[config.mk]
export PLATFORM = sky130hd
export DESIGN_NAME = bestMatchTracker
export DESIGN_NICKNAME = d
export VERILOG_FILES = /design/src/design/nccPixelPkg.sv /design/src/design/bestMatchTracker.sv
export SDC_FILE = /design/constraint.sdc
export NUM_CORES = 1
export LEC_CHECK = 0
export BUFFER_PORTS_ARGS = -buffer_cell sky130_fd_sc_hd__buf_2
export CAP_MARGIN = 20
export CORE_MARGIN = 8
export CORE_UTILIZATION = 42
export CTS_CLUSTER_SIZE = 40
export DETAILED_ROUTE_END_ITERATION = 7
export PLACE_DENSITY = 0.72
export SLEW_MARGIN = 20
export SYNTH_ARGS = -nofsm -noshare
export SYNTH_HDL_FRONTEND = slang
export SYNTH_SLANG_ARGS = --single-unit
[constraint.sdc]
create_clock -name clk -period 2.35 [get_ports clk]
set_clock_uncertainty 0.2 [all_clocks]
set_input_delay 0.1175 -clock clk [delete_from_list [all_inputs] [get_ports clk]]
set_output_delay 0.1175 -clock clk [all_outputs]
set_load 0.03 [all_outputs]
[src/design/nccPixelPkg.sv]
`default_nettype none

package nccPixelPkg;

	// width of one signed image pixel
	localparam int pixelW = 9;

	// pixels carried by one descriptor transfer
	localparam int pixelsPerWord = 2;

	// the exact dot product of 9-bit pixels fits well inside this
	localparam int scoreW = 32;

	// window number within one frame
	localparam int windowIndexW = 9;

	typedef logic signed [pixelW-1:0] pixelT;

	// first pixel of the pair sits in the upper half
	typedef logic [pixelsPerWord*pixelW-1:0] descWordT;

	typedef logic signed [scoreW-1:0] scoreT;

	typedef logic [windowIndexW-1:0] windowIndexT;

	// pointer width for a counter over n positions, never below one bit
	function automatic int ptrWidth(input int n);
		return (n > 1) ? $clog2(n) : 1;
	endfunction

endpackage

`default_nettype wire

[src/design/bestMatchTracker.sv]
`timescale 1ns/1ps
`default_nettype none

module bestMatchTracker
	import nccPixelPkg::*;
(
	input logic clk,
	input logic rst,
	input logic bestUpdate,
	input scoreT patchScore,
	input windowIndexT windowIndex,
	output scoreT bestScore,
	output windowIndexT bestIndex
);

	logic better;

	// strictly greater, so a tie keeps the earlier window
	assign better = patchScore > bestScore;

	// kept across frame boundaries, only reset clears it
	always_ff @(posedge clk, posedge rst) begin
		if (rst) begin
			bestScore <= '0;
			bestIndex <= '0;
		end else if (bestUpdate && better) begin
			bestScore <= patchScore;
			bestIndex <= windowIndex;
		end
	end

endmodule

`default_nettype wire

==> summary.md <==
| Metric | Value |
|---|---|
| Status | `complete, but fails checks` |
| Failing checks | `negative setup slack` |
| Post-Route WL | `16,500 µm` |
| Die width | `120 µm` |
| CP Class | `reg2reg` |
| Period utilisation layout | `1.15` |
| Worst r2r dst | `bestScore[9]$_DFFE_PP0P_` |
| Crit. End Element | `flip-flop` |
| Post-Synth Simple-Gate Area | `0.200` |
| Setup violators final | `41` |
| Die height | `120 µm` |
| Number of buffers created by CTS | `5` |
| Setup TNS | `-11.18 ns` |
| # nets final | `745` |
| Worst setup SP type | `flip-flop` |
| Hold path cells | `4` |
| Placed Cells incl. Taps | `781` |
| Synthesized Nets | `587` |
| TritonCTS clock tree | `yes` |
| Clock Pin Slew Worst Setup and Hold Paths | `0.09 ns` |
| Number of global-route vias before repair | `5,491` |
| Worst hold endpoint | `bestScore[10]$_DFFE_PP0P_` |
| DR pass1 iterations | `5` |
| Synth top area cells | `dfrtp_1 22%, o2111ai_2 13%, ha_1 8.8%, o2111ai_1 8.1%, a41oi_1 7.9%` |
| Antenna diode instance count | `0` |
| Hold Crit Class | `in2reg` |
| Relative slew slack | `0.554` |
| CTS Buffer Depth | `2` |
| Yosys warning total | `0` |
| Synth async-reset ratio | `1.00` |
| Via/cell ratio | `6.53` |
| Most numerous cell in the Yosys netlist | `clkbuf_1` |
| Core Area | `10,700 µm²` |
| Crit path arrival time | `2.66 ns` |
| Residual DRC count | `0` |
| Worst slew pin tran | `0.669 ns` |
| GRT overflow | `0` |
| I/O pin count | `85` |
| Largest net degree at the start of global routing | `165` |
| Worst hold margin | `0.0142 ns` |
| Post-route ant nets | `0` |
| Initial antenna violation count | `0` |
| First-pass GRT wire length | `26,900 µm` |
| Post-synth top area share | `0.225` |
| Tot Pwr | `8.05 mW` |
| Die footprint | `14,500 µm²` |
| RSZ-0062 raised after global routing | `true` |
| Unique masters post-synth | `31` |
| Synth Area in Adders | `0.0877` |
| Leak | `2.60 nW` |
| DR iter-0 viols | `424` |
| Drt wl/cell | `20.4 µm` |
| Post-synth top area cell | `dfrtp_1` |
| DP HPWL | `10,800 µm` |
| Tot GR Track Use | `0.223` |
| Placer Congestion | `0.812` |
| Compound-Gate Fraction of Synth Area | `0.398` |
| Most common library cells after synthesis | `50 x clkbuf_1, 47 x nand2_1, 42 x a22oi_1, 42 x o2111ai_1` |
| Worst skew pair latency | `0.33 ns` |
| CTS Root Cell | `clkbuf_8` |
| Fin. Hold Viols | `0` |
| XOR/XNOR share of the synthesized area | `0` |
| Flops & latches, synth | `41` |
| Synth Flop Type | `dfrtp_1` |
| RR Startpoint | `bestScore[17]$_DFFE_PP0P_` |
| Cell Pwr Density | `1260 nW/µm²` |
| Initial Util | `0.427` |
| EDFF count, synth | `0` |
| Layout cells sized above 1 | `0.433` |
| Post-synthesis mux area share | `0` |
| Final cell count without fillers | `810` |
| Worst hold start | `patchScore[10]` |
| CTS sink cnt | `41` |
| Max Slew Vio Count | `0` |
| Input/output buffers | `84` |
| Layout area overhead | `39.6%` |
| Vias | `5,293` |
| Syn Area/Cell | `8.93 µm²` |
| Synth Cell Area | `4560 µm²` |
| Worst vdd ir | `0.892 mV` |
| Post-Syn Instances | `511` |
| Main combinational cell family by area after synthesis | `compound AO/OA/AOI/OAI gates` |
| Max-Cap Viols | `0` |
| Tmin final | `2.70 ns` |
| Worst r2r path cells | `9` |
| Final setup margin | `-0.346 ns` |
| Post-synthesis sequential area ratio | `0.225` |
| H-tree depth | `2` |
| R2R Setup Slk | `-0.35 ns` |
| Required @ worst endpoint | `2.32 ns` |
| CP Max Fanout | `28` |
| Num rows | `38` |
| Max Freq | `0.371 GHz` |
==> sequential cells by signal (all words and copies together), names as in the netlist <==
name and cells:
bestScore 32, bestIndex 9
==> cell families (layout without fill, tap and decap cells) <==
family / count (synthesis) / after routing
AO/OA/AOI/OAI: 191 / 191
adder cells (fa/ha/maj): 32 / 32
buffers and inverters: 99 / 258
flip-flops: 41 / 41
AND/OR/NAND/NOR: 148 / 148
==> layer usage <==
layer  vias up  global-route usage  part of all wire
met5         -                   0                 0
met4         0              0.0921             0.019
met3        32              0.0415             0.077
met2       277               0.367              0.48
met1      2585               0.282              0.42
li1       2399                   -                 -
==> per-stage QoR <==
stage | setup WS [ns] | instance area, µm² | util
after global placement | -0.445 | 5930 | 0.555
after detailed placement | -0.478 | 5930 | 0.555
after floorplan | -0.252 | 4650 | -
after global routing | -0.392 | 6370 | 0.595
after CTS | -0.283 | 6310 | 0.590
final | -0.346 | 6370 | 0.595
==> layout by cell type (no fill, tap or decap), types with 2 or more instances in the layout <==
cell,netlist,final
inv_1,34,29
ha_1,32,26
buf_6,4,3
buf_4,0,99
dlygate4sd3_1,0,18
dfrtp_1,41,18
dfrtp_2,0,23
o2111ai_1,42,42
a21oi_1,14,13
a22oi_1,42,41
nand4b_1,41,41
inv_2,0,5
and4_1,4,4
o21ai_0,5,5
buf_12,0,10
a41oi_1,41,41
clkbuf_8,0,7
nand2b_1,41,41
buf_2,5,84
o2111ai_2,40,38
o2111ai_4,0,2
nand2_1,47,47
nand3_1,3,3
nand4_1,5,5
ha_4,0,6
==> how the worst max path moves through the flow <==
stage | start | endpoint | slack, ns | cells past startpoint
global placement | bestScore[17]$_DFFE_PP0P_ | bestIndex[7]$_DFFE_PP0P_ | -0.44 | 9
CTS | bestScore[17]$_DFFE_PP0P_ | bestScore[9]$_DFFE_PP0P_ | -0.28 | 9
global route | bestScore[16]$_DFFE_PP0P_ | bestScore[11]$_DFFE_PP0P_ | -0.39 | 9
floorplan | bestScore[25]$_DFFE_PP0P_ | bestScore[10]$_DFFE_PP0P_ | -0.25 | 10
detailed placement | bestScore[17]$_DFFE_PP0P_ | bestScore[26]$_DFFE_PP0P_ | -0.48 | 9
finish | bestScore[17]$_DFFE_PP0P_ | bestScore[9]$_DFFE_PP0P_ | -0.35 | 9
==> power by group <==
part	leakage [nW]	switching, mW	internal [mW]	total (mW)
sequential	0.463	0.248	1.13	1.37
combinational	2.08	3.51	2.59	6.10
clock	0.0542	0.311	0.267	0.578
==> final cells by class <==
cell class | instances | area [µm²]
repair buffers | 216 | 1630
well taps | 140 | 175
multi-input cells | 371 | 3280
flip-flops and latches | 41 | 1050
clock inverters | 1 | 5.00
clock buffers | 7 | 96.3
fillers | 952 | 4330
inverters | 34 | 128
==> critical path: stages, from the launching register on <==
cell,delay (ns)
dfrtp_2,0.37
inv_2,0.04
ha_4,0.26
nand4_1,0.16
or4_4,0.62
buf_12,0.20
o21a_4,0.25
buf_12,0.17
nand4b_1,0.09
o2111ai_1,0.16
==> timing repair <==
action | 4_1_cts | 5_1_grt
hold endpoints to repair | 39 | 0
buffers inserted | 2 | 0
pin swaps | 5 | 1
hold buffers | 18 | 0
setup endpoints to repair | 41 | 41
cloned | 1 | 0
resized for setup | 9 | 9
(Power assumes the default switching activity.)
