===== src/design/nccPixelPkg.sv =====
`default_nettype none

package nccPixelPkg;

	// width of one signed image pixel
	localparam int pixelW = 9;

	// pixels carried by one descriptor transfer
	localparam int pixelsPerWord = 2;

	// the exact dot product of 9-bit pixels fits well inside this
	localparam int scoreW = 32;

	// window number within one frame
	localparam int windowIndexW = 9;

	typedef logic signed [pixelW-1:0] pixelT;

	// first pixel of the pair sits in the upper half
	typedef logic [pixelsPerWord*pixelW-1:0] descWordT;

	typedef logic signed [scoreW-1:0] scoreT;

	typedef logic [windowIndexW-1:0] windowIndexT;

	// pointer width for a counter over n positions, never below one bit
	function automatic int ptrWidth(input int n);
		return (n > 1) ? $clog2(n) : 1;
	endfunction

endpackage

`default_nettype wire


===== src/design/nccCtrlPkg.sv =====
`default_nettype none

package nccCtrlPkg;

	// descriptor side, LOAD marks the cycle after an accepted word
	typedef enum logic {
		DESC_WAIT = 1'b0,
		DESC_LOAD = 1'b1
	} descStateT;

	// window side, LOAD lasts one cycle and scores the registered window
	typedef enum logic {
		WIN_WAIT = 1'b0,
		WIN_LOAD = 1'b1
	} winStateT;

endpackage

`default_nettype wire


===== src/design/descWriteIf.sv =====
`timescale 1ns/1ps
`default_nettype none

interface descWriteIf
	import nccPixelPkg::*;
#(
	parameter int patchDim = 4
) ();

	localparam int rowW = ptrWidth(patchDim);
	localparam int colW = ptrWidth(patchDim / pixelsPerWord);

	// one write per cycle with write high, no back-pressure
	logic write;
	logic [rowW-1:0] row;
	logic [colW-1:0] colGroup;
	descWordT word;

	modport ctrl (output write, row, colGroup, word);

	modport store (input write, row, colGroup, word);

endinterface

`default_nettype wire


===== src/design/matchController.sv =====
`timescale 1ns/1ps
`default_nettype none

module matchController
	import nccPixelPkg::*;
	import nccCtrlPkg::*;
#(
	parameter int patchDim = 4,
	parameter int windowsPerFrame = 150
) (
	input logic clk,
	input logic rst,
	input logic descReady,
	input descWordT descWord,
	input logic windowReady,
	descWriteIf.ctrl descWr,
	output logic winLoad,
	output logic bestUpdate,
	output windowIndexT windowIndex,
	output logic doneWindow
);

	localparam int colGroups = patchDim / pixelsPerWord;
	localparam int rowW = ptrWidth(patchDim);
	localparam int colW = ptrWidth(colGroups);

	winStateT winState;
	winStateT winNext;
	logic [rowW-1:0] descRow;
	logic [colW-1:0] descCol;
	logic lastCol;
	logic lastRow;
	logic lastWindow;

	// every accepted word goes straight to the store at the current pointer
	assign descWr.write = descReady;
	assign descWr.row = descRow;
	assign descWr.colGroup = descCol;
	assign descWr.word = descWord;

	assign lastCol = descCol == colW'(colGroups - 1);
	assign lastRow = descRow == rowW'(patchDim - 1);

	// column group first, then row, wrapping to the patch origin
	always_ff @(posedge clk, posedge rst) begin
		if (rst) begin
			descRow <= '0;
			descCol <= '0;
		end else if (descReady) begin
			if (lastCol) begin
				descCol <= '0;
				descRow <= lastRow ? '0 : descRow + 1'b1;
			end else begin
				descCol <= descCol + 1'b1;
			end
		end
	end

	// window flow
	always_comb begin
		winLoad = 1'b0;
		bestUpdate = 1'b0;
		doneWindow = 1'b0;
		winNext = winState;
		case (winState)
			WIN_WAIT: begin
				if (windowReady) begin
					winLoad = 1'b1;
					winNext = WIN_LOAD;
				end
			end
			WIN_LOAD: begin
				// windowReady is not looked at here
				doneWindow = 1'b1;
				bestUpdate = 1'b1;
				winNext = WIN_WAIT;
			end
			default: winNext = WIN_WAIT;
		endcase
	end

	always_ff @(posedge clk, posedge rst) begin
		if (rst) begin
			winState <= WIN_WAIT;
		end else begin
			winState <= winNext;
		end
	end

	assign lastWindow = windowIndex == windowIndexT'(windowsPerFrame - 1);

	// advances on the same edge the tracker samples, so it sees the old index
	always_ff @(posedge clk, posedge rst) begin
		if (rst) begin
			windowIndex <= '0;
		end else if (bestUpdate) begin
			windowIndex <= lastWindow ? '0 : windowIndex + 1'b1;
		end
	end

	// the source must see a gap before its next window is taken
	doneSingleCycle: assert property (
		@(posedge clk) disable iff (rst) doneWindow |=> !doneWindow
	) else $error("doneWindow high on two consecutive cycles");

	indexInFrame: assert property (
		@(posedge clk) disable iff (rst) windowIndex < windowsPerFrame
	) else $error("windowIndex %0d outside the frame", windowIndex);

endmodule

`default_nettype wire


===== src/flat_wrapper.sv =====
// flat-port wrapper written by rule: the top's interface ports become plain ports
module matchController_flat import nccPixelPkg::*; import nccCtrlPkg::*;
#(
	parameter int patchDim = 4,
	parameter int windowsPerFrame = 150
)
  (clk, rst, descReady, descWord, windowReady, winLoad, bestUpdate, windowIndex, doneWindow, descWr_write, descWr_row, descWr_colGroup, descWr_word);
  descWriteIf #(.patchDim(patchDim)) descWr_i ();
  input logic clk;
  input logic rst;
  input logic descReady;
  input descWordT descWord;
  input logic windowReady;
  output logic winLoad;
  output logic bestUpdate;
  output windowIndexT windowIndex;
  output logic doneWindow;
  output wire logic [$bits(descWr_i.write)-1:0] descWr_write;
  output wire logic [$bits(descWr_i.row)-1:0] descWr_row;
  output wire logic [$bits(descWr_i.colGroup)-1:0] descWr_colGroup;
  output wire logic [$bits(descWr_i.word)-1:0] descWr_word;
  assign descWr_write = descWr_i.write;
  assign descWr_row = descWr_i.row;
  assign descWr_colGroup = descWr_i.colGroup;
  assign descWr_word = descWr_i.word;
  matchController #(.patchDim(patchDim), .windowsPerFrame(windowsPerFrame)) u_core (.clk(clk), .rst(rst), .descReady(descReady), .descWord(descWord), .windowReady(windowReady), .descWr(descWr_i), .winLoad(winLoad), .bestUpdate(bestUpdate), .windowIndex(windowIndex), .doneWindow(doneWindow));
endmodule

===== config.mk =====
export PLATFORM = sky130hd
export DESIGN_NAME = matchController_flat
export DESIGN_NICKNAME = d
export VERILOG_FILES = /design/src/design/nccPixelPkg.sv /design/src/design/nccCtrlPkg.sv /design/src/design/descWriteIf.sv /design/src/design/matchController.sv /design/src/flat_wrapper.sv
export SDC_FILE = /design/constraint.sdc
export NUM_CORES = 1
export LEC_CHECK = 0
export BUFFER_PORTS_ARGS = -buffer_cell sky130_fd_sc_hd__buf_4
export CAP_MARGIN = 40
export CORE_MARGIN = 2
export CORE_UTILIZATION = 39
export DETAILED_ROUTE_END_ITERATION = 8
export PLACE_DENSITY = 0.85
export SKIP_LAST_GASP = 1
export SLEW_MARGIN = 10
export SYNTH_ARGS = -nofsm -noshare
export SYNTH_HDL_FRONTEND = slang
export SYNTH_SLANG_ARGS = --single-unit

===== constraint.sdc =====
create_clock -name clk -period 1.6 [get_ports clk]
set_input_delay 0.16 -clock clk [delete_from_list [all_inputs] [get_ports clk]]
set_output_delay 0.16 -clock clk [all_outputs]
set_load 0.005 [all_outputs]

==> results <==
- The largest net degree at the start of global routing is 15.
- Port buffering added 19 buffers.
- The library cell with the largest summed area after synthesis is sky130_fd_sc_hd__dfrtp_1.
- Power spread over the standard cell area amounts to 1430 nW/um2.
- The instance area at placement is 808 um2.
- After floorplanning, the core was sized to cover 1920 um2.
- For this run, the detailed router's first-pass iteration total came to 2.
- Once placement completed, the tool counted placed cells totaling 103.
- The number of antenna violations at the first check in global routing came to 0.
- The worst-case IR drop observed on VDD is 647 uV.
- The number of H-tree levels is 1.
- Setup repair after global routing left no endpoint under its margin.
- After floorplanning, the core was divided into 16 placement rows.
- The highest attainable clock frequency is 740 MHz.
- The number of cells on the worst hold path is 2.
- The clock net in this run drives a total of 13 sinks.
- The global placer's final weighted congestion is 0.718.
- Max-cap violations in this run came to 0.
- The die is 48.5 um tall.
- STA puts the critical path data arrival time at 1530 ps.
- Sequential cells were found to cover 42.1% of the synthesized design area.
- After layout, the worst path uses 84.5% of the clock period.
- The average wire per standard cell is 13.0 um.
- Along the worst path, the maximum fanout reaches 5.
- The count of mapped cells out of synthesis is 76.
- The fraction of final layout cells with drive strength greater than 1 is 33.3%.
- At the end of the flow, the number of nets in the layout was 107.
- For this run the aggregate overflow at the end of global routing stands at 0.
- The TritonCTS clock tree is built.
- By startpoint and endpoint, the worst setup path is classified as flop to flop.
- Yosys printed 0 warnings.
- The I/O pin count is 56.
- In the post-synthesis netlist, the biggest area contributors are sky130_fd_sc_hd__dfrtp_1 (42%), sky130_fd_sc_hd__buf_4 (19%), sky130_fd_sc_hd__xor2_1 (6.8%).
- Counting along the longest clock path gives a buffer depth of 2.
- Buffers added to address setup during post-CTS repair amount to 0.
- Counting distinct cell types in the post-synthesis netlist gives 26.
- The final-layout fill cell count is 200.
- The type of element capturing the critical path is a flop.
- The horizontal die dimension is 48.5 um.
- The count of cells along the worst register-to-register path is 3.
- The top cell types in the final layout, fill and taps aside, are sky130_fd_sc_hd__buf_4 (21), sky130_fd_sc_hd__dfrtp_1 (13), sky130_fd_sc_hd__xor2_1 (6).
- The routed wire length is 1400 um.
- Setup violations remaining at the end of the flow were counted as 0.
- The cell area after technology mapping is 772 um2.
- The global-route wire length before repair is 2320 um.
- The shortest period the worst path allows is 1350 ps.
- The path class of the tightest hold or removal check is input port to flop.
- The routed layout has 537 vias.
- The number of antenna diodes in the final layout is 0.
- The post-CTS clock slew at the launch and capture registers of the worst setup and hold paths is 80 ps.
- After synthesis, the largest area contributor takes up 42.1% of total cell area.
- The number of global-route vias before repair is 519.
- Using the TritonRoute via totals, the vias-per-cell ratio works out to 4.97.
- In this run, the number of DRC markers left after iteration 0 of detailed routing was 4.
- Summed over all failing endpoints, the final setup total negative slack is 0 ps.
- The count of endpoints failing hold in the final timing report is 0.
- Global routing consumed, over all layers together, 13.2% of the routing resources.
- The insertion delay of the later-clocked pin in the worst-skew pair is 290 ps.
- Summing all multi-input logic gate instances after layout gives 284 um2.
- The antenna violation net count after detailed routing is 0.
- The area growth from synthesis to final layout is 9.40%.
- Measured against its own limit, the worst slew margin works out to 67.7%.
- The leading cell type in the layout, fill and taps excluded is sky130_fd_sc_hd__buf_4.
- The die covers 2350 um2.
- The number of buffers created by CTS is 3.
- The non-filler instance count after layout is 108.
- The cell at the root of the clock tree is sky130_fd_sc_hd__clkbuf_4.
- The final max-slew violation count was 0.
- When the netlist entered floorplanning its net count stood at 101.
- For this design the static power due to leakage is 0.416 nW.
- The run finished with clean final reports.
- For this configuration, the core starts out at a cell density of 40.2%.
- Between clock sinks in the finished design, the worst skew comes to 3.14 ps.
- The startpoint class of the critical path is a flop.
- Once layout is done, the placed cells without fillers occupy 845 um2.
- The average instance area after synthesis is 10.2 um2.
- Gates resized during post-CTS repair numbered 0.
- The pin slew with the least headroom to its limit is 483 ps.
- After detailed routing, the number of remaining DRC violations is 0.
- The register area is 325 um2.
- The number of storage elements in the synthesis netlist is 13.
- The post-detailed-placement half-perimeter wirelength is 1060 um.
- The data required time of the worst path is 1770 ps.
[cell usage after synthesis, drive strengths merged]
cell	number
a21oi	3
nand4b	1
nand2	3
mux2	1
o21bai	1
a31oi	1
dfrtp	13
or3	1
a21o	1
or4b	1
nand2b	3
nor2b	1
o22ai	1
ha	3
nor2	3
nor3	2
inv	2
nand4	3
buf	21
a22oi	1
nand3	2
o21ai	2
xor2	6
[metrics by stage]
stage               worst slack [ps]  hold slack, ps  util [%]  power, W
floorplan                        260            37.0         -  0.000792
CTS                              255            69.0      43.9   0.00122
global placement                 292             203      42.1  0.000975
detailed placement               268             220      42.1   0.00101
global route                     165            81.9      43.9   0.00129
finish                           248            63.6      43.9   0.00121
[power breakdown]
part / switching (W) / internal [W]
clock: 0.000116 / 0.0000972
combinational: 0.000179 / 0.000264
sequential: 0.000121 / 0.000429
[critical path, stage by stage, from the launching register on]
cell,delay (ps)
sky130_fd_sc_hd__dfrtp_1,430
sky130_fd_sc_hd__or4b_4,550
sky130_fd_sc_hd__nor2_4,150
sky130_fd_sc_hd__a22oi_1,110
[metal layers]
metal  vias up  global-route usage, %  wire [um]
met5         -                      0          0
met4         0                   12.4         57
met3         9                   4.94        138
met2        28                   18.5        648
met1       252                   15.3        556
li1        248                      -          -
[registers in the layout, indices dropped and copies added (netlist names)]
name                    count
u_core.windowIndex          9
u_core.winState             1
u_core.descWr.colGroup      1
u_core.descWr.row           2
[final cells by class]
class / count / area share, %
Sequential cell: 13 / 38.5
Multi-Input combinational cell: 40 / 33.6
Timing Repair Buffer: 22 / 19.9
Tap cell: 27 / 4.00
Clock buffer: 4 / 3.11
Inverter: 2 / 0.889
[worst paths after layout]
check / start / endpoint / slack, ps
max in group asynchronous: rst / u_core.windowIndex[4] / 830
worst min register to register: u_core.windowIndex[8] / u_core.windowIndex[8] / 480
min in group asynchronous: rst / u_core.descWr.colGroup / 440
worst min-delay path: descReady / u_core.descWr.colGroup / 60
worst max register to register: u_core.windowIndex[5] / u_core.windowIndex[7] / 250
worst max-delay path: u_core.windowIndex[5] / u_core.windowIndex[7] / 250
[what timing repair did]
item / 4_1_cts / 5_1_grt
hold buffers: 1 / 0
hold endpoints to repair: 13 / 0
endpoints found under the setup margin: 0 / 0
[cell families after synthesis]
| kind of cell | after synthesis | share of synthesized area (%) |
|---|---|---|
| buffers and inverters | 23 | 21.1 |
| and+or+nand+nor | 20 | 15.9 |
| DFF | 13 | 42.1 |
| AOI/OAI and AO/OA | 10 | 7.78 |
| xor gates and xnor gates | 6 | 6.81 |
| adders and majority gates | 3 | 4.86 |
| muxes | 1 | 1.46 |
No activity file was read; power rests on OpenSTA's default activity.
