===== src/design/nccPixelPkg.sv =====
`default_nettype none

package nccPixelPkg;

	// width of one signed image pixel
	localparam int pixelW = 9;

	// pixels carried by one descriptor transfer
	localparam int pixelsPerWord = 2;

	// the exact dot product of 9-bit pixels fits well inside this
	localparam int scoreW = 32;

	// window number within one frame
	localparam int windowIndexW = 9;

	typedef logic signed [pixelW-1:0] pixelT;

	// first pixel of the pair sits in the upper half
	typedef logic [pixelsPerWord*pixelW-1:0] descWordT;

	typedef logic signed [scoreW-1:0] scoreT;

	typedef logic [windowIndexW-1:0] windowIndexT;

	// pointer width for a counter over n positions, never below one bit
	function automatic int ptrWidth(input int n);
		return (n > 1) ? $clog2(n) : 1;
	endfunction

endpackage

`default_nettype wire


===== src/design/descWriteIf.sv =====
`timescale 1ns/1ps
`default_nettype none

interface descWriteIf
	import nccPixelPkg::*;
#(
	parameter int patchDim = 4
) ();

	localparam int rowW = ptrWidth(patchDim);
	localparam int colW = ptrWidth(patchDim / pixelsPerWord);

	// one write per cycle with write high, no back-pressure
	logic write;
	logic [rowW-1:0] row;
	logic [colW-1:0] colGroup;
	descWordT word;

	modport ctrl (output write, row, colGroup, word);

	modport store (input write, row, colGroup, word);

endinterface

`default_nettype wire


===== src/design/descriptorStore.sv =====
`timescale 1ns/1ps
`default_nettype none

module descriptorStore
	import nccPixelPkg::*;
#(
	parameter int patchDim = 4
) (
	input logic clk,
	input logic rst,
	descWriteIf.store descWr,
	output pixelT [patchDim-1:0][patchDim-1:0] descPixels
);

	localparam int colGroups = patchDim / pixelsPerWord;

	logic [patchDim-1:0] rowEn;
	logic [colGroups-1:0] groupEn;
	pixelT [pixelsPerWord-1:0] wordPixels;

	// one-hot row and column-group decoders
	assign rowEn = {{(patchDim - 1){1'b0}}, 1'b1} << descWr.row;
	assign groupEn = {{(colGroups - 1){1'b0}}, 1'b1} << descWr.colGroup;

	// highest slot holds the first pixel of the pair
	assign wordPixels = descWr.word;

	for (genvar r = 0; r < patchDim; r++) begin : gRow
		for (genvar g = 0; g < colGroups; g++) begin : gGroup
			always_ff @(posedge clk) begin
				if (descWr.write && rowEn[r] && groupEn[g]) begin
					for (int p = 0; p < pixelsPerWord; p++) begin
						descPixels[r][g*pixelsPerWord + p] <=
							wordPixels[pixelsPerWord - 1 - p];
					end
				end
			end
		end
	end

	// the controller pointer must stay inside the patch
	writeInPatch: assert property (
		@(posedge clk) disable iff (rst)
		descWr.write |-> (descWr.row < patchDim) && (descWr.colGroup < colGroups)
	) else $error("descriptor write outside the patch, row %0d group %0d",
		descWr.row, descWr.colGroup);

endmodule

`default_nettype wire


===== src/flat_wrapper.sv =====
// flat-port wrapper written by rule: the top's interface ports become plain ports
module descriptorStore_flat import nccPixelPkg::*;
#(
	parameter int patchDim = 4
)
  (clk, rst, descPixels, descWr_write, descWr_row, descWr_colGroup, descWr_word);
  descWriteIf #(.patchDim(patchDim)) descWr_i ();
  input logic clk;
  input logic rst;
  output pixelT [patchDim-1:0][patchDim-1:0] descPixels;
  input wire logic [$bits(descWr_i.write)-1:0] descWr_write;
  input wire logic [$bits(descWr_i.row)-1:0] descWr_row;
  input wire logic [$bits(descWr_i.colGroup)-1:0] descWr_colGroup;
  input wire logic [$bits(descWr_i.word)-1:0] descWr_word;
  assign descWr_i.write = descWr_write;
  assign descWr_i.row = descWr_row;
  assign descWr_i.colGroup = descWr_colGroup;
  assign descWr_i.word = descWr_word;
  descriptorStore #(.patchDim(patchDim)) u_core (.clk(clk), .rst(rst), .descWr(descWr_i), .descPixels(descPixels));
endmodule

===== config.mk =====
export PLATFORM = sky130hd
export DESIGN_NAME = descriptorStore_flat
export DESIGN_NICKNAME = d
export VERILOG_FILES = /design/src/design/nccPixelPkg.sv /design/src/design/descWriteIf.sv /design/src/design/descriptorStore.sv /design/src/flat_wrapper.sv
export SDC_FILE = /design/constraint.sdc
export NUM_CORES = 1
export LEC_CHECK = 0
export BUFFER_PORTS_ARGS = -buffer_cell sky130_fd_sc_hd__buf_2
export CORE_ASPECT_RATIO = 2
export CORE_MARGIN = 2
export CORE_UTILIZATION = 54
export CTS_BUF_LIST = sky130_fd_sc_hd__clkbuf_4 sky130_fd_sc_hd__clkbuf_8
export DETAILED_ROUTE_END_ITERATION = 7
export PLACE_DENSITY = 0.84
export SLEW_MARGIN = 15
export SYNTH_ARGS = -nofsm -noshare
export SYNTH_HDL_FRONTEND = slang
export SYNTH_SLANG_ARGS = --single-unit

===== constraint.sdc =====
create_clock -name clk -period 2.4 [get_ports clk]
set_input_delay 0.12 -clock clk [delete_from_list [all_inputs] [get_ports clk]]
set_output_delay 0.12 -clock clk [all_outputs]
set_load 0.01 [all_outputs]

==> results.yml, run 1 <==
placed_design:
  dpl.hpwl_mm: 6.68
  place_congestion: 0.770
  numPortBuffers: 166
  placed_area_um2: 5400
logic_synthesis:
  synthTopCellsByCount: "edfxtp_1 (144), and4b_2 (3), and4bb_2 (3)"
  synth-seq-cells: 144
  synth_most_common_cell: "edfxtp_1"
  syn_nets: 176
  synth_area_leader_cell: "edfxtp_1"
  syn_area_um2: 4420
  dominantRegCellSynth: "edfxtp_1"
  synth-edff-count: 144
  synthArstFlopShare: 0
  syn_area_per_cell_um2: 29.1
  syn_inst: 152
  ys_top_cells_by_area: "edfxtp_1 (98%), and4bb_2 (0.85%), and4b_2 (0.76%)"
  ys.warnings.count: 0
  seq_area_frac_synth: 0.978
  synth_cell_types: 5
  yosysTopAreaCellShare: 0.978
setup_path:
  cp-start-kind: "flip-flop"
  critPathArrivalTime_ps: 1010
  cp_slowest_stage_delay_ps: 430
  crit_chain: "buf_2"
  cp_top_family: "flip-flops"
  endpoint_kind: "primary output"
  path_max_fanout: 1
  cp_num_cells: 1
  cp_slowest_cell: "edfxtp_1"
  required_ps: 2280
  cp-endpoint: "descPixels[7]"
  critPathKind: "reg -> out"
  startpoint: "u_core.descPixels[7]"
  critPathBufInv: 1
cells_and_area:
  final_area_um2: 5980
  utilization: 0.753
  largest_reg_flops: 144
  drive_gt1_frac: 0.556
  final_nets: 380
  antennaDiodeCount: 0
  largest_register: "u_core.descPixels"
  top_regs: "u_core.descPixels (144)"
  syn_to_final_growth_pct: 35.3
floorplan:
  die_w_um: 68.0
  rows: 46
  core_um2: 7940
  die_area_um2: 8970
  start_util: 0.557
  die_height_um: 132
  pin_count: 168
power:
  irDropWorstVdd_mv: 0.545
  power_density_nw_per_um2: 832
  leakage_nw: 2.28
routing:
  drt_iter0_markers: 175
  first_pass_iters: 4
  vias_per_cell: 5.10
  vias: 2372
  wl_per_cell_um: 21.6
  wirelength_mm: 10.1
  postRouteAntennaNets: 0
  drc: 0
sta:
  rsz0062_at_grt: "false"
  period_share: 0.473
  fin_tns_setup_ps: 0
  setup_violations: 0
  slew_viol_final: 0
  relSlewSlack: 0.595
  tightest_slew_ps: 607
  min_period_ps: 1130
  fmax_mhz: 882
  hold_viol: 0
  holdWs_ps: 136
clocking:
  clockBufferDepth: 2
  numCtsBuffers: 17
  clockRootBuffer: "clkbuf_8"
  cts-resized-gates: 0
  clock-sinks: 144
  cts_tree: "done"
  clkTransAtPathRegs_ps: 80
  cts_max_level: 4
global_route:
  grt_first_pass_wirelength_mm: 14.0
  grt_usage: 0.236
  grt_pass1_vias: 2298
  grt_overflow: 0
  antenna_found_initial: 0
  grt_max_degree: 19
run:
  cap_violations: 0
worst_hold_path:
  hold_depth: 2
  hold_path.class: "in -> reg"
outcome:
  status: "finished clean"
layer usage:
layer / vias up / global-route usage / routed length (um)
met2: 139 / 0.400 / 5700
met4: 0 / 0.106 / 239
li1: 1045 / - / -
met1: 1174 / 0.271 / 3430
met3: 14 / 0.0623 / 682
met5: - / 0 / 0
stage by stage:
| stage | setup slack [ps] | std cells | total power [mW] |
|---|---|---|---|
| final | 1270 | 465 | 4.97 |
| after global routing | 1230 | 465 | 5.12 |
| after CTS | 1250 | 465 | 5.00 |
| after detailed placement | 983 | 415 | 3.13 |
| after global placement | 1020 | 415 | 3.12 |
| after floorplan | 728 | 152 | 2.99 |
where the power goes:
| group | total (mW) | internal, mW | switching, mW |
|---|---|---|---|
| logic | 0.226 | 0.0858 | 0.140 |
| registers | 2.87 | 2.85 | 0.0226 |
| clock network | 1.88 | 1.02 | 0.854 |
worst min-delay path by stage:
stage	startpoint	endpoint	slack, ps
floorplan	descWr_word[9]	u_core.descPixels[0]	220
global placement	descWr_word[0]	u_core.descPixels[27]	380
detailed placement	descWr_word[1]	u_core.descPixels[100]	400
CTS	descWr_colGroup	u_core.descPixels[11]	120
global route	descWr_row[1]	u_core.descPixels[11]	110
finish	descWr_colGroup	u_core.descPixels[11]	140
cell type report:
type,count,area (um2)
tap,96,120
fill,457,1960
clock inverter,15,168
multi-input combinational,8,105
clock buffer,17,234
timing repair buffer,185,1030
sequential,144,4320
logic make-up after synthesis:
family,after synthesis,synth area share
and+or+nand+nor,8,0.0218
DFF,144,0.978
repair_timing:
action,4_1_cts,5_1_grt
hold buffers,18,0
buffers inserted,0,0
hold endpoints to repair,144,0
placed cells by master, fill, tap and decap left out, drive strengths merged:
cell	Yosys	layout
dlygate4sd3	0	18
clkinv	0	8
and4	1	1
edfxtp	144	144
clkbuf	0	17
buf	0	167
and4b	3	3
inv	0	2
bufinv	0	3
clkinvlp	0	2
and4bb	3	3
nor4b	1	1
(Power assumes the default switching activity.)
==> inputs of run 2 (changes only) <==
Settings changed: CORE_UTILIZATION 54 to 45, PLACE_DENSITY 0.84 to 0.74.
Clock period 2.4 ns to 0.98 ns, I/O delays scaled along.
==> run 2 against run 1 <==
Against the previous run: the run now ends with setup timing left; sequential power up 140%; first-iteration DRC count increased by 8.6%; highest routed layer unchanged; cell area up 4.8%; non-clock buffer count is 10 higher; worst setup slack got worse by 1300 ps; via count decreased by 0.21%; die area grew 19%; clock power rose to 2.7 times the previous value; wire length is 4.8% lower; utilization shrank 10 points; sequential cell count is the same; critical path type unchanged; power grew to 2.5 times the previous value.
==> results.yml, run 2 (synthesis gave the netlist of run 1 again) <==
outcome:
  status: "finished with violations"
  violations: "setup timing"
routing:
  postRouteAntennaNets: 0
  wl_per_cell_um: 18.7
  drt_iter0_markers: 190
  drc: 0
  wirelength_mm: 9.57
  first_pass_iters: 4
  vias: 2367
  vias_per_cell: 4.63
sta:
  period_share: 1.08
  holdWs_ps: 187
  hold_viol: 0
  setup_slack_ps: -73.6
  tightest_slew_ps: 258
  rsz0062_at_grt: "true"
  fmax_mhz: 949
  slew_viol_final: 0
  setup_violations: 62
  min_period_ps: 1050
  relSlewSlack: 0.827
cells_and_area:
  largest_register: "u_core.descPixels"
  syn_to_final_growth_pct: 41.8
  utilization: 0.650
  top_regs: "u_core.descPixels (144)"
  final_nets: 390
  final_common_cell: "buf_2"
  final_cell_mix: "buf_2 (164), edfxtp_1 (144), dlygate4sd3_1 (18)"
  drive_gt1_frac: 0.565
  antennaDiodeCount: 0
  largest_reg_flops: 144
  final_area_um2: 6270
clocking:
  clkTransAtPathRegs_ps: 70
  post_cts_buffers: 0
  cts_tree: "done"
  numCtsBuffers: 17
  clockBufferDepth: 2
  cts_max_level: 4
  clockRootBuffer: "clkbuf_8"
  clock-sinks: 144
setup_path:
  path_max_fanout: 1
  cp_slowest_stage_delay_ps: 420
  cp-start-kind: "flip-flop"
  endpoint_kind: "primary output"
  critPathKind: "reg -> out"
  cp_top_family: "flip-flops"
  crit_chain: "buf_2"
  critPathBufInv: 1
  critPathArrivalTime_ps: 1000
  required_ps: 930
  cp_slowest_cell: "edfxtp_1"
global_route:
  grt_usage: 0.188
  grt_max_degree: 19
  grt_overflow: 0
  grt_pass1_vias: 2302
  grt_first_pass_wirelength_mm: 13.5
  antenna_found_initial: 0
power:
  irDropWorstVdd_mv: 1.08
  leakage_nw: 2.39
  p_int_mw: 10.3
  power_density_nw_per_um2: 2010
  p_seq_frac: 0.557
  clockPowerShare: 0.396
  switching_share: 0.186
  pwr-share-comb: 0.047
  switching_power_mw: 2.35
placed_design:
  placed_area_um2: 5630
  dpl.hpwl_mm: 6.74
  place_congestion: 0.778
  numPortBuffers: 166
floorplan:
  die_w_um: 74.1
  die_height_um: 144
  core_um2: 9640
  pin_count: 168
  rows: 51
  start_util: 0.459
  die_area_um2: 10700
worst_hold_path:
  hold_path.class: "in -> reg"
run:
  cap_violations: 0
==> run 2: final timing paths <==
| path | startpoint | slack (ps) | endpoint | cells after the start |
|---|---|---|---|---|
| setup / recovery | u_core.descPixels[23] | -70 | descPixels[23] | 1 |
| hold / removal | descWr_row[1] | 190 | u_core.descPixels[8] | 3 |
==> run 2: per-stage QoR <==
step	TNS (ps)	power, mW	std cells	worst slack, ps
after floorplan	-3700	7.32	152	-205
after global placement	-2270	7.70	461	-35.7
after detailed placement	-5420	7.72	461	-75.8
after CTS	-4080	12.7	511	-99.1
after global routing	-8440	13.0	511	-131
final	-1290	12.6	511	-73.6
==> run 2: what timing repair did <==
| item | CTS | global route |
|---|---|---|
| pin swaps | 0 | 0 |
| endpoints found under the setup margin | 136 | 144 |
| hold buffers | 18 | 0 |
| gates resized for setup | 0 | 2 |
| hold endpoints to repair | 144 | 0 |
==> run 2: power groups by stage <==
stage	logic, mW	registers [mW]	clock network (mW)
final	0.597	7.03	4.99
after global routing	0.643	7.05	5.32
after CTS	0.604	7.03	5.07
after detailed placement	0.549	7.17	0
after global placement	0.532	7.17	0
after floorplan	0.0545	7.27	0
==> run 2: layer usage <==
| layer | part of all wire | track usage | vias to the layer above |
|---|---|---|---|
| li1 | - | - | 1063 |
| met1 | 0.32 | 0.182 | 1158 |
| met2 | 0.58 | 0.334 | 120 |
| met3 | 0.051 | 0.0578 | 26 |
| met4 | 0.046 | 0.114 | 0 |
| met5 | 0 | 0 | - |
==> run 2: cell type report <==
type,count,area (um2)
clock buffers,19,249
repair buffers,195,1230
well taps,132,165
flip-flops and latches,144,4320
multi-input cells,8,105
fillers,667,3370
clock inverters,13,193
==> inputs of run 3 (changes only) <==
Settings changed: CORE_UTILIZATION 45 to 50, CTS_BUF_LIST sky130_fd_sc_hd__clkbuf_4 sky130_fd_sc_hd__clkbuf_8 to sky130_fd_sc_hd__clkbuf_8, PLACE_DENSITY 0.74 to 0.78.
Clock period 0.98 ns to 1.1 ns, I/O delays scaled along.
==> run 3 against run 2 <==
Against the previous run: die area decreased by 9.6%; worst setup slack improved by 130 ps; worst hold slack improved by 24 ps; non-clock buffer count increased by 9; sequential share of layout area increased by 0.99 points; first-iteration DRC count decreased by 28%; the run now ends clean; cell count decreased by 4.5%; power decreased by 13%; highest routed layer unchanged; combinational power decreased by 11%; clock power decreased by 16%.
==> results.yml, run 3 (synthesis gave the netlist of run 1 again) <==
routing:
  vias: 2423
  drc: 0
  vias_per_cell: 4.97
  first_pass_iters: 4
  drt_iter0_markers: 136
  wl_per_cell_um: 20.9
  wirelength_mm: 10.2
  postRouteAntennaNets: 0
global_route:
  antenna_found_initial: 0
  grt_overflow: 0
  use_met3: 0.0692
  use_met1: 0.224
  grt_max_degree: 17
  use_met2: 0.388
  grt_first_pass_wirelength_mm: 14.6
  top_usage_layer: "met2"
  grt_pass1_vias: 2455
  grt_usage: 0.219
cells_and_area:
  top_regs: "u_core.descPixels (144)"
  final-seq-area_um2: 4320
  final_cell_mix: "buf_2 (166), edfxtp_1 (144), dlygate4sd3_1 (18)"
  syn_to_final_growth_pct: 39.8
  utilization: 0.719
  final_common_cell: "buf_2"
  drive_gt1_frac: 0.570
  largest_reg_flops: 144
  largest_register: "u_core.descPixels"
  antennaDiodeCount: 0
  multi_input_area_um2: 105
  fill_cells: 507
  final_nets: 399
clocking:
  cts_tree: "done"
  cts-resized-gates: 0
  clockRootBuffer: "clkbuf_8"
  numCtsBuffers: 17
  clockBufferDepth: 2
  cts_max_level: 4
  clock-sinks: 144
  clkTransAtPathRegs_ps: 70
setup_path:
  cp_slowest_cell: "edfxtp_1"
  path_max_fanout: 1
  required_ps: 1040
  cp-start-kind: "flip-flop"
  cp_slowest_stage_delay_ps: 410
  cp-endpoint: "descPixels[20]"
  endpoint_kind: "primary output"
  critPathBufInv: 1
  crit_chain: "buf_2"
  startpoint: "u_core.descPixels[20]"
  cp_num_cells: 1
  cp_top_family: "flip-flops"
  critPathArrivalTime_ps: 990
  critPathKind: "reg -> out"
floorplan:
  core_um2: 8590
  start_util: 0.515
  rows: 48
  die_area_um2: 9650
  die_w_um: 70.5
  die_height_um: 137
  pin_count: 168
sta:
  min_period_ps: 1050
  relSlewSlack: 0.839
  tightest_slew_ps: 241
  fin_tns_setup_ps: 0
  hold_viol: 0
  setup_violations: 0
  rsz0062_at_grt: "false"
  period_share: 0.952
  fmax_mhz: 955
  slew_viol_final: 0
placed_design:
  dpl.hpwl_mm: 7.29
  place_congestion: 0.781
  numPortBuffers: 166
power:
  irDropWorstVdd_mv: 1.12
  power_density_nw_per_um2: 1780
  leakage_nw: 2.42
run:
  cap_violations: 0
outcome:
  status: "finished clean"
worst_hold_path:
  hold_path.class: "in -> reg"
run 3: worst min-delay path by stage:
| stage | from | to | slack [ps] | cells after the start |
|---|---|---|---|---|
| floorplan | descWr_word[9] | u_core.descPixels[0] | 150 | 0 |
| global placement | descWr_word[13] | u_core.descPixels[22] | 320 | 1 |
| detailed placement | descWr_word[13] | u_core.descPixels[22] | 340 | 1 |
| CTS | descWr_row[1] | u_core.descPixels[7] | 180 | 3 |
| global route | descWr_colGroup | u_core.descPixels[6] | 200 | 3 |
| finish | descWr_row[1] | u_core.descPixels[8] | 210 | 3 |
run 3: cell type report:
class / instances / area share
Sequential cell: 144 / 0.700
Timing Repair Buffer: 204 / 0.196
Clock buffer: 17 / 0.0379
Clock inverter: 15 / 0.0290
Tap cell: 100 / 0.0203
Multi-Input combinational cell: 8 / 0.0170
run 3: worst min-delay path, stage by stage:
cell	delay (ps)
buf_2	160
nor4b_4	70
buf_4	170
run 3: power by group:
group,switching (mW),internal [mW]
combinational,0.317,0.216
clock,1.78,2.42
sequential,0.0451,6.22
total,2.15,8.86
run 3: repair_timing:
item                                   4_1_cts  5_1_grt
endpoints found under the hold margin      144        0
setup buffers                                0        0
hold buffers                                18        0
run 3: layer usage:
layer  vias up  part of all wire
met5         -                 0
met4         0             0.037
met3        24             0.061
met2       118              0.58
met1      1202              0.32
li1       1079                 -
run 3: per-stage QoR:
step	hold slack [ps]	std cells	total power, mW	worst slack, ps	instance area (um2)
global placement	316	438	6.85	56.9	5590
finish	211	488	11.0	53.0	6180
floorplan	154	152	6.52	-91.3	4430
global route	197	488	11.4	9.65	6180
detailed placement	338	438	6.87	-2.94	5590
CTS	177	488	11.1	19.8	6180
